`src/include/tlp_consts.svh`:
```
/*
 * Widths, keep codes, buffer depth and interrupt pacer constants
 * shared by the TLP stream bridge.
 */

`ifndef TLP_CONSTS_SVH
`define TLP_CONSTS_SVH

// stream geometry
`define TLP_DW_BITS         32
`define TLP_CORE_DWS        2
`define TLP_WIDE_DWS        4

// core keep codes, two dwords or the low dword only
`define TLP_KEEP_FULL       8'hff
`define TLP_KEEP_LOW        8'h0f

// wide word buffer depth in words
`define TLP_FIFO_DEPTH      8

// legacy interrupt pacer
`define INT_LFSR_SEED       32'h097d_7840
// roughly 3/8 of the full 32-bit range
`define INT_LFSR_THRESHOLD  32'h6000_0000
`define INT_HOLD_CYCLES     64

`endif

```
`src/hw/tlp_pkg.sv`:
```
/*
 * Dword, core beat and wide word types of the TLP stream bridge.
 */

`default_nettype none

`include "tlp_consts.svh"

package tlp_pkg;

    // one PCIe dword
    typedef logic [`TLP_DW_BITS-1:0] dw_t;

    // 64-bit core beat, byte keep as the core presents it
    typedef struct packed {
        dw_t [`TLP_CORE_DWS-1:0]       data;
        logic [`TLP_CORE_DWS*4-1:0]    keep;
        logic                          last;
    } beat64_t;

    // 128-bit wide word
    // keepdw has one bit per dword, always contiguous from bit 0
    typedef struct packed {
        dw_t [`TLP_WIDE_DWS-1:0]       data;
        logic [`TLP_WIDE_DWS-1:0]      keepdw;
        logic                          last;
    } beat128_t;

endpackage

`default_nettype wire

```
`src/hw/tlp_stream_if.sv`:
```
/*
 * Valid/ready stream interface, payload type set per instance.
 */

`default_nettype none

interface tlp_stream_if #(
    parameter type beat_t = logic
);

    logic   valid;
    logic   ready;
    beat_t  beat;

    // ------------------------------------------------------------------------
    // a transfer happens on an edge with valid and ready both high;
    // beat stays stable while valid is high and ready is low.
    // on the packer side ready is a credit: high while two words are free
    // ------------------------------------------------------------------------

    modport source (
        output valid,
        output beat,
        input  ready
    );

    modport sink (
        input  valid,
        input  beat,
        output ready
    );

endinterface

`default_nettype wire

```
`src/hw/intx_pacer.sv`:
```
/*
 * Legacy interrupt pacer: requests, waits for the grant, then draws
 * from a Galois LFSR and holds a fixed time before the next request.
 */

`default_nettype none

`include "tlp_consts.svh"

module intx_pacer (
    input  wire logic   clk_sys,
    input  wire logic   rst,
    input  wire logic   int_rdy,
    output logic        int_assert
);

    // feedback on bits 1, 2, 3, 5 and 7 when bit 31 shifts out
    localparam logic [31:0] LFSR_TAPS = 32'h0000_00ae;
    localparam int          HOLD_W    = $clog2(`INT_HOLD_CYCLES + 1);

    typedef enum logic [1:0] {
        ST_REQ,
        ST_DRAW,
        ST_HOLD
    } state_t;

    state_t             state;
    logic [31:0]        lfsr;
    logic [31:0]        lfsr_next;
    logic [HOLD_W-1:0]  hold_cnt;
    logic               int_q;

    assign lfsr_next  = {lfsr[30:0], lfsr[31]} ^ (lfsr[31] ? LFSR_TAPS : 32'h0);
    assign int_assert = int_q;

    // ------------------------------------------------------------------------
    // random source, seeded at reset only
    // ------------------------------------------------------------------------

    always_ff @(posedge clk_sys)
    begin
        if (rst)
            lfsr <= `INT_LFSR_SEED;
        else if (state == ST_DRAW)
            lfsr <= lfsr_next;
    end

    // ------------------------------------------------------------------------
    // request / draw / hold
    // ------------------------------------------------------------------------

    always_ff @(posedge clk_sys)
    begin
        if (rst)
        begin
            state    <= ST_REQ;
            int_q    <= 1'b0;
            hold_cnt <= '0;
        end
        else
        begin
            case (state)
                ST_REQ:
                begin
                    int_q <= 1'b1;
                    // grant only counts once the request is visible
                    if (int_q && int_rdy)
                    begin
                        int_q <= 1'b0;
                        state <= ST_DRAW;
                    end
                end
                ST_DRAW:
                begin
                    if (lfsr > `INT_LFSR_THRESHOLD)
                    begin
                        hold_cnt <= '0;
                        state    <= ST_HOLD;
                    end
                end
                ST_HOLD:
                begin
                    if (hold_cnt == HOLD_W'(`INT_HOLD_CYCLES - 1))
                    begin
                        int_q <= 1'b1;
                        state <= ST_REQ;
                    end
                    else
                    begin
                        hold_cnt <= hold_cnt + 1'b1;
                    end
                end
                default:
                begin
                    state <= ST_REQ;
                end
            endcase
        end
    end

    a_fall_on_grant : assert property (
        @(posedge clk_sys) disable iff (rst)
        $fell(int_assert) |-> $past(int_rdy)
    ) else $error("int_assert dropped without a grant");

endmodule

`default_nettype wire

```
`src/hw/pcie_tlp_bridge.sv`:
```
/*
 * Top level of the fabric-side TLP stream bridge: packer, wide word
 * buffer, unpacker and legacy interrupt pacer on clk_sys.
 */

`default_nettype none

`include "tlp_consts.svh"

module pcie_tlp_bridge
    import tlp_pkg::*;
(
    input  wire logic                                    clk_sys,
    input  wire logic                                    rst,

    // core receive beats
    input  wire logic [`TLP_CORE_DWS*`TLP_DW_BITS-1:0]   rx_data,
    input  wire logic [`TLP_CORE_DWS*4-1:0]              rx_keep,
    input  wire logic                                    rx_last,
    input  wire logic                                    rx_valid,
    output logic                                         rx_ready,

    // core transmit beats
    output logic [`TLP_CORE_DWS*`TLP_DW_BITS-1:0]        tx_data,
    output logic [`TLP_CORE_DWS*4-1:0]                   tx_keep,
    output logic                                         tx_last,
    output logic                                         tx_valid,
    input  wire logic                                    tx_ready,

    // legacy interrupt
    input  wire logic                                    int_rdy,
    output logic                                         int_assert
);

    tlp_stream_if #(.beat_t(beat128_t)) pack_s ();
    tlp_stream_if #(.beat_t(beat128_t)) wide_s ();

    tlp_packer i_tlp_packer (
        .clk_sys    ( clk_sys           ),
        .rst        ( rst               ),
        .rx_data    ( rx_data           ),
        .rx_keep    ( rx_keep           ),
        .rx_last    ( rx_last           ),
        .rx_valid   ( rx_valid          ),
        .rx_ready   ( rx_ready          ),
        .pack_s     ( pack_s.source     )
    );

    tlp_fifo #(.item_t(beat128_t)) i_tlp_fifo (
        .clk_sys    ( clk_sys           ),
        .rst        ( rst               ),
        .wr_s       ( pack_s.sink       ),
        .rd_s       ( wide_s.source     )
    );

    tlp_unpacker i_tlp_unpacker (
        .clk_sys    ( clk_sys           ),
        .rst        ( rst               ),
        .wide_s     ( wide_s.sink       ),
        .tx_data    ( tx_data           ),
        .tx_keep    ( tx_keep           ),
        .tx_last    ( tx_last           ),
        .tx_valid   ( tx_valid          ),
        .tx_ready   ( tx_ready          )
    );

    intx_pacer i_intx_pacer (
        .clk_sys    ( clk_sys           ),
        .rst        ( rst               ),
        .int_rdy    ( int_rdy           ),
        .int_assert ( int_assert        )
    );

endmodule

`default_nettype wire

```
`src/hw/tlp_fifo.sv`:
```
/*
 * Synchronous first-word-fall-through buffer of wide words.
 * Write side ready is a credit, high while two words are free.
 */

`default_nettype none

`include "tlp_consts.svh"

module tlp_fifo
    import tlp_pkg::*;
#(
    parameter type item_t = beat128_t
)
(
    input  wire logic   clk_sys,
    input  wire logic   rst,
    tlp_stream_if.sink   wr_s,
    tlp_stream_if.source rd_s
);

    localparam int DEPTH = `TLP_FIFO_DEPTH;
    localparam int PTR_W = $clog2(DEPTH);
    localparam int CNT_W = $clog2(DEPTH + 1);

    item_t              mem [DEPTH];
    logic [PTR_W-1:0]   wr_ptr;
    logic [PTR_W-1:0]   rd_ptr;
    logic [CNT_W-1:0]   fill;
    logic               do_wr;
    logic               do_rd;

    // the packer may finish one word after credit drops, so every valid writes
    assign do_wr = wr_s.valid;
    assign do_rd = rd_s.valid && rd_s.ready;

    assign wr_s.ready = fill <= CNT_W'(DEPTH - 2);
    assign rd_s.valid = fill != '0;
    assign rd_s.beat  = mem[rd_ptr];

    always_ff @(posedge clk_sys)
    begin
        if (do_wr)
        begin
            mem[wr_ptr] <= wr_s.beat;
        end
    end

    // ------------------------------------------------------------------------
    // pointers and fill count
    // ------------------------------------------------------------------------

    always_ff @(posedge clk_sys)
    begin
        if (rst)
        begin
            wr_ptr <= '0;
            rd_ptr <= '0;
            fill   <= '0;
        end
        else
        begin
            if (do_wr)
                wr_ptr <= (wr_ptr == PTR_W'(DEPTH - 1)) ? '0 : wr_ptr + 1'b1;
            if (do_rd)
                rd_ptr <= (rd_ptr == PTR_W'(DEPTH - 1)) ? '0 : rd_ptr + 1'b1;
            case ({do_wr, do_rd})
                2'b10:   fill <= fill + 1'b1;
                2'b01:   fill <= fill - 1'b1;
                default: fill <= fill;
            endcase
        end
    end

    a_no_overflow : assert property (
        @(posedge clk_sys) disable iff (rst)
        !(do_wr && fill == CNT_W'(DEPTH))
    ) else $error("write into a full buffer");

    // an empty buffer has both pointers on the same slot
    a_no_underflow : assert property (
        @(posedge clk_sys) disable iff (rst)
        (fill == '0) |-> (rd_ptr == wr_ptr)
    ) else $error("read from an empty buffer");

endmodule

`default_nettype wire

```
`src/hw/tlp_packer.sv`:
```
/*
 * Receive side packer: gathers 64-bit core beats of one or two dwords
 * into 128-bit wide words of up to four dwords.
 */

`default_nettype none

`include "tlp_consts.svh"

module tlp_packer
    import tlp_pkg::*;
(
    input  wire logic                                    clk_sys,
    input  wire logic                                    rst,
    input  wire logic [`TLP_CORE_DWS*`TLP_DW_BITS-1:0]   rx_data,
    input  wire logic [`TLP_CORE_DWS*4-1:0]              rx_keep,
    input  wire logic                                    rx_last,
    input  wire logic                                    rx_valid,
    output logic                                         rx_ready,
    tlp_stream_if.source                                 pack_s
);

    localparam int CNT_W = $clog2(`TLP_WIDE_DWS + 1);

    dw_t [`TLP_WIDE_DWS-1:0]    stage_dw;
    logic [CNT_W-1:0]           dw_cnt;
    logic                       last_q;
    logic                       take;
    logic                       word_out;
    logic [CNT_W-1:0]           base;
    logic [CNT_W-1:0]           cnt_next;
    beat128_t                   word;

    // ------------------------------------------------------------------------
    // staging word and dword count
    // ------------------------------------------------------------------------

    // the fifo credit is the core ready directly
    assign rx_ready = pack_s.ready;
    assign take     = rx_valid && rx_ready;

    // word leaves once past two dwords or when it closes a packet
    assign word_out = last_q || (dw_cnt > CNT_W'(`TLP_CORE_DWS));

    // a beat arriving with a word on its way out starts a fresh word
    assign base     = word_out ? '0 : dw_cnt;
    // keep bit 4 flags the upper dword of the beat
    assign cnt_next = base + CNT_W'(1) + CNT_W'(rx_keep[`TLP_DW_BITS/8]);

    always_ff @(posedge clk_sys)
    begin
        if (rst)
        begin
            dw_cnt <= '0;
            last_q <= 1'b0;
        end
        else if (take)
        begin
            dw_cnt <= cnt_next;
            last_q <= rx_last;
        end
        else if (word_out)
        begin
            dw_cnt <= '0;
            last_q <= 1'b0;
        end
    end

    // upper dword lands even for a one-dword beat, keepdw masks it
    always_ff @(posedge clk_sys)
    begin
        if (take)
        begin
            stage_dw[base +: `TLP_CORE_DWS] <= rx_data;
        end
    end

    // ------------------------------------------------------------------------
    // wide word out, presented for exactly one cycle
    // ------------------------------------------------------------------------

    assign word.data   = stage_dw;
    assign word.keepdw = {dw_cnt > CNT_W'(3), dw_cnt > CNT_W'(2), dw_cnt > CNT_W'(1), 1'b1};
    assign word.last   = last_q;

    assign pack_s.valid = word_out;
    assign pack_s.beat  = word;

    // credit low for two cycles means no beat could have completed a word
    a_credit_respected : assert property (
        @(posedge clk_sys) disable iff (rst)
        !(pack_s.valid && !pack_s.ready && !$past(pack_s.ready))
    ) else $error("packer emitted a word after two cycles without credit");

endmodule

`default_nettype wire

```
`src/hw/tlp_unpacker.sv`:
```
/*
 * Transmit side unpacker: splits 128-bit wide words into one or two
 * 64-bit core beats, low dwords first.
 */

`default_nettype none

`include "tlp_consts.svh"

module tlp_unpacker
    import tlp_pkg::*;
(
    input  wire logic                                    clk_sys,
    input  wire logic                                    rst,
    tlp_stream_if.sink                                   wide_s,
    output logic [`TLP_CORE_DWS*`TLP_DW_BITS-1:0]        tx_data,
    output logic [`TLP_CORE_DWS*4-1:0]                   tx_keep,
    output logic                                         tx_last,
    output logic                                         tx_valid,
    input  wire logic                                    tx_ready
);

    dw_t [`TLP_CORE_DWS-1:0]    hi_data;
    logic                       hi_two;
    logic                       hi_last;
    logic                       hi_pend;
    logic                       two_dw;
    logic                       wide_take;

    // ------------------------------------------------------------------------
    // first beat straight from the wide word, second from the upper half
    // ------------------------------------------------------------------------

    // word is popped with its first beat, upper half parked in hi_*
    assign wide_s.ready = tx_ready && !hi_pend;
    assign wide_take    = wide_s.valid && wide_s.ready;

    assign two_dw   = hi_pend ? hi_two : wide_s.beat.keepdw[1];
    assign tx_valid = hi_pend || wide_s.valid;
    assign tx_data  = hi_pend ? hi_data : wide_s.beat.data[`TLP_CORE_DWS-1:0];
    assign tx_keep  = two_dw ? `TLP_KEEP_FULL : `TLP_KEEP_LOW;
    // last moves to the second beat when one follows
    assign tx_last  = hi_pend ? hi_last : (wide_s.beat.last && !wide_s.beat.keepdw[2]);

    always_ff @(posedge clk_sys)
    begin
        if (rst)
        begin
            hi_pend <= 1'b0;
        end
        else if (wide_take)
        begin
            hi_pend <= wide_s.beat.keepdw[2];
        end
        else if (hi_pend && tx_ready)
        begin
            hi_pend <= 1'b0;
        end
    end

    always_ff @(posedge clk_sys)
    begin
        if (wide_take)
        begin
            hi_data <= wide_s.beat.data[`TLP_WIDE_DWS-1:`TLP_CORE_DWS];
            hi_two  <= wide_s.beat.keepdw[3];
            hi_last <= wide_s.beat.last;
        end
    end

    a_keep_code : assert property (
        @(posedge clk_sys) disable iff (rst)
        tx_valid |-> (tx_keep == `TLP_KEEP_FULL || tx_keep == `TLP_KEEP_LOW)
    ) else $error("tx_keep is not a valid core keep code");

endmodule

`default_nettype wire

```
`config.mk`:
```
export PLATFORM = sky130hd
export DESIGN_NAME = pcie_tlp_bridge
export DESIGN_NICKNAME = d
export VERILOG_FILES = /design/src/hw/tlp_pkg.sv /design/src/hw/tlp_stream_if.sv /design/src/hw/intx_pacer.sv /design/src/hw/pcie_tlp_bridge.sv /design/src/hw/tlp_fifo.sv /design/src/hw/tlp_packer.sv /design/src/hw/tlp_unpacker.sv
export VERILOG_INCLUDE_DIRS = /design/src /design/src/include
export SDC_FILE = /design/constraint.sdc
export NUM_CORES = 1
export LEC_CHECK = 0
export BUFFER_PORTS_ARGS = -buffer_cell sky130_fd_sc_hd__clkbuf_2
export CAP_MARGIN = 20
export CORE_UTILIZATION = 45
export CTS_CLUSTER_SIZE = 16
export DETAILED_ROUTE_END_ITERATION = 8
export PLACE_DENSITY_LB_ADDON = 0.12
export SETUP_SLACK_MARGIN = 0.15
export SKIP_CTS_REPAIR_TIMING = 1
export SYNTH_ARGS = -nofsm -noshare
export SYNTH_HDL_FRONTEND = slang
export SYNTH_SLANG_ARGS = --single-unit
```
`constraint.sdc`:
```
create_clock -name clk_sys -period 19.1 [get_ports clk_sys]
set_clock_uncertainty 0.2 [all_clocks]
set_input_delay 3.82 -clock clk_sys [delete_from_list [all_inputs] [get_ports clk_sys]]
set_output_delay 3.82 -clock clk_sys [all_outputs]
set_load 0.01 [all_outputs]
```
==> results of run 1 <==
[metrics by stage]
step	utilization	cell area [um^2]	setup WS, ps	hold slack [ps]
after floorplan	-	50290	4765	251.4
after global placement	0.4757	52650	10170	262.4
after detailed placement	0.4757	52650	10140	268.3
after CTS	0.5173	57250	9325	276.2
after global routing	0.5176	57280	8972	293.6
final	0.5177	57290	9580	275.5
[worst max-delay path: cells and delay by family (launching register included)]
family                 cells  cell delay [ps]
muxes                      2              760
buffers and inverters      4             2470
AOI/OAI and AO/OA          1              220
DFF                        1              870
[report_power, final]
| group | switching [mW] | internal, mW |
|---|---|---|
| clock network | 1.08 | 1.62 |
| logic | 0.601 | 0.485 |
| registers | 0.0930 | 3.30 |
| total | 1.77 | 5.40 |
[sequential cells by signal, indices dropped and copies added, names as in the netlist, named ones only]
register                  flops
i_tlp_packer.dw_cnt           3
i_intx_pacer.hold_cnt         7
i_tlp_unpacker.hi_last        1
i_tlp_fifo.mem             1056
i_tlp_fifo.fill               4
i_tlp_fifo.wr_ptr             3
i_intx_pacer.lfsr            32
i_tlp_unpacker.hi_pend        1
i_intx_pacer.state            2
i_tlp_packer.pack_s.beat    128
i_tlp_fifo.rd_ptr             3
i_tlp_unpacker.hi_data       64
i_tlp_packer.last_q           1
i_intx_pacer.int_assert       1
i_tlp_unpacker.hi_two         1
[how the worst min path moves through the flow]
stage,cells past startpoint,slack [ps],end,startpoint
finish,1,280,i_intx_pacer.hold_cnt[6]$_SDFFE_PP0P_,i_intx_pacer.hold_cnt[6]$_SDFFE_PP0P_
global route,1,290,i_intx_pacer.hold_cnt[6]$_SDFFE_PP0P_,i_intx_pacer.hold_cnt[6]$_SDFFE_PP0P_
CTS,1,280,i_intx_pacer.hold_cnt[6]$_SDFFE_PP0P_,i_intx_pacer.hold_cnt[6]$_SDFFE_PP0P_
detailed placement,1,270,i_intx_pacer.hold_cnt[6]$_SDFFE_PP0P_,i_intx_pacer.hold_cnt[6]$_SDFFE_PP0P_
global placement,1,260,i_intx_pacer.hold_cnt[6]$_SDFFE_PP0P_,i_intx_pacer.hold_cnt[6]$_SDFFE_PP0P_
floorplan,1,250,i_intx_pacer.hold_cnt[6]$_SDFFE_PP0P_,i_intx_pacer.hold_cnt[6]$_SDFFE_PP0P_
[final cells by class]
cell class / count / area (um^2) / area share
sequential: 1310 / 38750 / 0.6764
multi-input combinational: 984 / 10840 / 0.1892
clock buffer: 178 / 3864 / 0.06744
tap: 1488 / 1862 / 0.03250
timing repair buffer: 191 / 1174 / 0.02048
clock inverter: 77 / 740.7 / 0.01293
inverter: 13 / 48.80 / 0.0008517
antenna: 5 / 12.51 / 0.0002184
[logic make-up (layout without fill, tap and decap cells)]
family	count (synthesis)	after routing	synth area share
muxes	417	417	0.1504
adders and majority gates	17	17	0.004380
DFF	1310	1310	0.7704
and+or+nand+nor	325	325	0.02989
other	1	10	0.00007458
AOI/OAI and AO/OA	211	211	0.02698
xor gates and xnor gates	9	9	0.001568
buffers and inverters	155	459	0.01630
[placed cells by master (no fill, tap or decap), drive strengths merged, types with 12 or more instances in the layout]
| master | count |
|---|---|
| clkbuf | 320 |
| nand2 | 145 |
| a22oi | 32 |
| and2 | 33 |
| nor3 | 12 |
| a211o | 13 |
| mux4 | 264 |
| nor2b | 14 |
| inv | 18 |
| o21ai | 71 |
| clkinv | 56 |
| buf | 49 |
| ha | 16 |
| nand2b | 12 |
| mux2 | 67 |
| a22o | 32 |
| a21oi | 47 |
| edfxtp | 1250 |
| mux2i | 86 |
| nor2 | 74 |
| bufinv | 14 |
| dfxtp | 60 |
[metal layers]
layer / wire (um) / track usage
met1: 50340 / 0.2981
met2: 57210 / 0.3410
met3: 9273 / 0.05859
met4: 2025 / 0.05207
met5: 216 / 0
==> results.cfg, run 1 <==
[run_status]
status = finished clean

[clock_tree]
clk_path_buf_depth = 3
cts_root_buffer = clkbuf_16
clk_latency_ps = 750
cts_buffers = 141
cts.sinks = 1310
clk_pin_slew_ps = 60
cts_tree = yes
ctsHtreeMaxLevel = 4

[critical_path]
startpoint_type = flop
crit_top_cell = buf_4
critical_path_class = reg -> out
cpPeakStageDelay_ps = 870
endpoint_kind = output pin
rr_worst_depth = 5
path_cells = buf_12, buf_4, buf_4, mux4_2, mux2i_1, o21ai_1, clkbuf_2
reg2reg_slack_ps = 14230
cp_max_fo = 102
cp_data_required_time_ps = 15080
r2r-end = i_tlp_unpacker.hi_data[25]$_DFFE_PN_
cpMaxStageDelayCell = dfxtp_4
endpoint = tx_data[34]
arrival_ps = 5500

[synthesis]
ys.flop_type = edfxtp_1
async_reset_ff_frac = 0
synthTopCellsByCount = edfxtp_1 (1250), mux4_2 (264), nand2_1 (145), mux2i_1 (86), nor2_1 (73)
yosysUniqueCellTypes = 50
synth_area_mm2 = 0.05028
synth_seq_area_share = 0.7704
synthCells = 2445
yosys_warnings = 0
syn_area_per_cell_um2 = 20.56
synth.most_common_cell = edfxtp_1
yosys.area.top_type_share = 0.7465
synth_largest_area_cell = edfxtp_1
ys_ff_latch = 1310
synth-edff-count = 1250
synth_area_leaders = edfxtp_1 (75%), mux4_2 (12%), dfxtp_1 (2.4%)

[die]
io-pin-count = 154
dieArea_mm2 = 0.1131
core_area_mm2 = 0.1107
die_x_um = 336.3
start_util = 0.4543
die_y_um = 336.3
placementRows = 122

[final_layout]
fillers = 8736
stdcell_count = 4246
areaGrowthSynthToFinish_pct = 13.95
fin_nets = 2736
drive_gt1_frac = 0.2732

[global_route]
first_global_vias = 25250
grt.overflow.total = 0
antenna_found_initial = 27
grt_first_pass_wirelength_mm = 172.8
grt_usage = 0.2156
grt_max_degree = 117

[timing]
fin_crit_sh = 0.4984
max_freq_ghz = 0.1050
period_needed_ps = 9520
relSlewSlack = 0.2123
fin_tns_setup_ps = 0
hold_viol = 0
tightestPinTransition_ps = 1181
rsz0062_at_grt = no
slew_violations = 0
finalSetupViolations = 0

[routing]
num_vias = 24280
postRouteAntennaNets = 0
viasPerCell = 5.718
drc_errors = 0
routedWlPerCell_um = 28.04
firstDrtPassIters = 5
drt_iter0_drc = 2278
wirelength_mm = 119.1

[placement]
dp_cells = 3985
io_buffers = 142
gp_congestion = 0.7927
dp_hpwl_mm = 66.36

[flow_run]
maxCapViolCount = 0

[power]
p_leak_nw = 17.74
p_total_mw = 7.169
p_per_area_mw_per_mm2 = 125.1
irDropWorstVdd_v = 0.00009036

[hold_path]
hp-class = reg -> reg
Note: power is estimated with default switching activity, not from simulation.
==> run 2: changes to the inputs <==
--- a/config.mk
+++ b/config.mk
@@ -6,6 +6,7 @@
 export SDC_FILE = /design/constraint.sdc
 export NUM_CORES = 1
 export LEC_CHECK = 0
+export ABC_AREA = 1
 export BUFFER_PORTS_ARGS = -buffer_cell sky130_fd_sc_hd__clkbuf_2
 export CAP_MARGIN = 20
 export CORE_UTILIZATION = 45
==> constraint.sdc (replaced) <==
create_clock -name clk_sys -period 9.2 [get_ports clk_sys]
set_clock_uncertainty 0.2 [all_clocks]
set_input_delay 1.84 -clock clk_sys [delete_from_list [all_inputs] [get_ports clk_sys]]
set_output_delay 1.84 -clock clk_sys [all_outputs]
set_load 0.01 [all_outputs]
==> run 2 against run 1 <==
- sequential cell count is the same
- final cell count up 32%
- die area grew 2.3%
- via count grew 30%
- area after synthesis is 2.3% higher
- sequential power is 130% higher
- combinational power increased to 4.9 times the previous value
- sequential share of layout area shrank 0.51 points
- register-to-register slack worse by 9500 ps
- non-clock buffer count increased by 3
- power grew to 2.6 times the previous value
- synthesized cell count increased by 61%
- critical endpoint is now tx_data[37]
- highest routed layer unchanged
==> results.cfg, run 2 <==
[synthesis]
synth_seq_area_share = 0.7529
yosys.area.top_type_share = 0.7295
synth_area_mm2 = 0.05145
syn_area_per_cell_um2 = 13.10
synthCells = 3927
synth_area_leaders = edfxtp_1 (73%), nor2_1 (6.2%), o21ai_0 (5.5%)
synth.most_common_cell = edfxtp_1
synth-edff-count = 1250
async_reset_ff_frac = 0
synthTopCellsByCount = edfxtp_1 (1250), nor2_1 (853), o21ai_0 (570), nand2_1 (247), clkbuf_1 (146)
ys.flop_type = edfxtp_1
yosysUniqueCellTypes = 43
synth_largest_area_cell = edfxtp_1
yosys_warnings = 0
ys_ff_latch = 1310

[critical_path]
startpoint_type = flop
cp_data_required_time_ps = 7160
path_cells = buf_4, buf_4, o21ai_0, o221ai_1, nand3_1, nand2_1, clkbuf_2
cpMaxStageDelayCell = buf_4
crit_top_cell = buf_4
cp_max_fo = 85
arrival_ps = 4160
cpPeakStageDelay_ps = 820
endpoint_kind = output pin
cp.buffers_inverters = 3
cp_top_family = buffers and inverters
critical_path_class = reg -> out

[routing]
wirelength_mm = 138.4
routedWlPerCell_um = 24.66
drt_iter0_drc = 2659
postRouteAntennaNets = 0
num_vias = 31610
drc_errors = 0
firstDrtPassIters = 8
viasPerCell = 5.634

[power]
irDropWorstVdd_v = 0.0003214
p_per_area_mw_per_mm2 = 319.4
p_leak_nw = 19.40

[final_layout]
fin_nets = 4090
stdcell_count = 5611
regMostFlops = i_tlp_fifo.mem
drive_gt1_frac = 0.1096
areaGrowthSynthToFinish_pct = 12.19
largest_reg_flops = 1056
final_cell_mix = edfxtp_1 (1250), nor2_1 (853), o21ai_0 (570)
final_common_cell = edfxtp_1

[clock_tree]
cts_buffers = 139
clk_path_buf_depth = 3
cts_root_buffer = clkbuf_16
clk_pin_slew_ps = 60
ctsHtreeMaxLevel = 4
cts_tree = yes
cts.sinks = 1310
clk_latency_ps = 740

[timing]
relSlewSlack = 0.2738
holdWs_ps = 254.0
finalSetupViolations = 0
hold_viol = 0
finalWorstSetupSlack_ps = 2997
tightestPinTransition_ps = 1089
fin_tns_setup_ps = 0
period_needed_ps = 6203
rsz0062_at_grt = no
max_freq_ghz = 0.1612
slew_violations = 0
fin_crit_sh = 0.6742

[global_route]
grt.overflow.total = 0
grt_max_degree = 244
grt_usage = 0.2381
first_global_vias = 30030
antenna_found_initial = 6
grt_first_pass_wirelength_mm = 202.0

[die]
dieArea_mm2 = 0.1157
start_util = 0.4555
placementRows = 123
die_x_um = 340.1
core_area_mm2 = 0.1130
io-pin-count = 154
die_y_um = 340.1

[placement]
gp_congestion = 0.7800
io_buffers = 142
dp_cells = 5354
pre_cts_ws_ps = 3706
dp_hpwl_mm = 74.09

[hold_path]
hp-class = reg -> reg

[flow_run]
maxCapViolCount = 0

[run_status]
status = finished clean
-- run 2: cell count changes after synthesis, sizes merged, moves of 63 or more --
cell and change:
nor2 +783, o21ai +501, mux4 -264, inv +129, o221ai +111, o22ai +111, nand2 +104, clkbuf +95
mux2i -86, mux2 -67, a31oi +63
-- run 2: area by class of cell --
| type | instances | area [um^2] |
|---|---|---|
| Multi-Input combinational cell | 2207 | 10920 |
| Clock buffer | 185 | 3840 |
| Inverter | 143 | 610.6 |
| Fill cell | 9715 | 55240 |
| Clock inverter | 68 | 551.8 |
| Sequential cell | 1310 | 38750 |
| Tap cell | 1500 | 1877 |
| Antenna cell | 4 | 10.01 |
| Timing Repair Buffer | 194 | 1164 |
-- run 2: kinds of logic (layout without fill, tap and decap cells) --
group	Yosys count	in the layout	synth area share
DFF	1310	1310	0.7529
and+or+nand+nor	1183	1183	0.08976
AOI/OAI and AO/OA	996	996	0.1160
buffers and inverters	414	590	0.03594
adders and majority gates	17	17	0.004280
xor gates and xnor gates	6	6	0.001021
other	1	9	0.00007288
-- run 2: worst paths after layout --
check                                                         endpoint  slack [ps]                              start  cells past startpoint
worst max-delay path                                       tx_data[37]        3000                               flop                      7
worst min-delay path                   i_tlp_fifo.fill[0]$_SDFFE_PP0P_         250    i_tlp_fifo.fill[0]$_SDFFE_PP0P_                      1
worst max register to register  i_tlp_packer.pack_s.beat[87]$_DFFE_PP_        4760  i_tlp_packer.dw_cnt[2]$_SDFF_PP0_                     10
worst min register to register         i_tlp_fifo.fill[0]$_SDFFE_PP0P_         250    i_tlp_fifo.fill[0]$_SDFFE_PP0P_                      1
-- run 2: worst reg2reg max path: stages, from the launching register on --
cell and delay, ps:
dfxtp_1 420, inv_2 140, nand3b_4 180, nor2_8 330, clkinv_2 130, ha_1 730
inv_1 310, nor2_8 510, nand2_2 250, buf_4 420, a211oi_2 540
-- run 2: power breakdown --
part	total (mW)	internal (mW)	switching, mW	leakage [nW]
Sequential	7.68	7.32	0.363	11.8
Clock	5.40	3.16	2.24	2.15
Combinational	5.35	1.46	3.90	5.47
Total	18.4	11.9	6.51	19.4
-- run 2: through the flow --
step                cell area [um^2]    util  power [mW]
global placement               53300  0.4719       13.18
floorplan                      51470       -       11.08
global route                   57720  0.5109       19.32
CTS                            57720  0.5109       18.61
detailed placement             53320  0.4721       13.23
finish                         57730  0.5110       18.44
-- run 2: metal layers --
layer	wire length (um)	global-route usage	up-vias
li1	-	-	14530
met1	63110	0.3496	15940
met2	63530	0.3688	933
met3	8570	0.03809	207
met4	3114	0.06568	4
met5	27	0	-
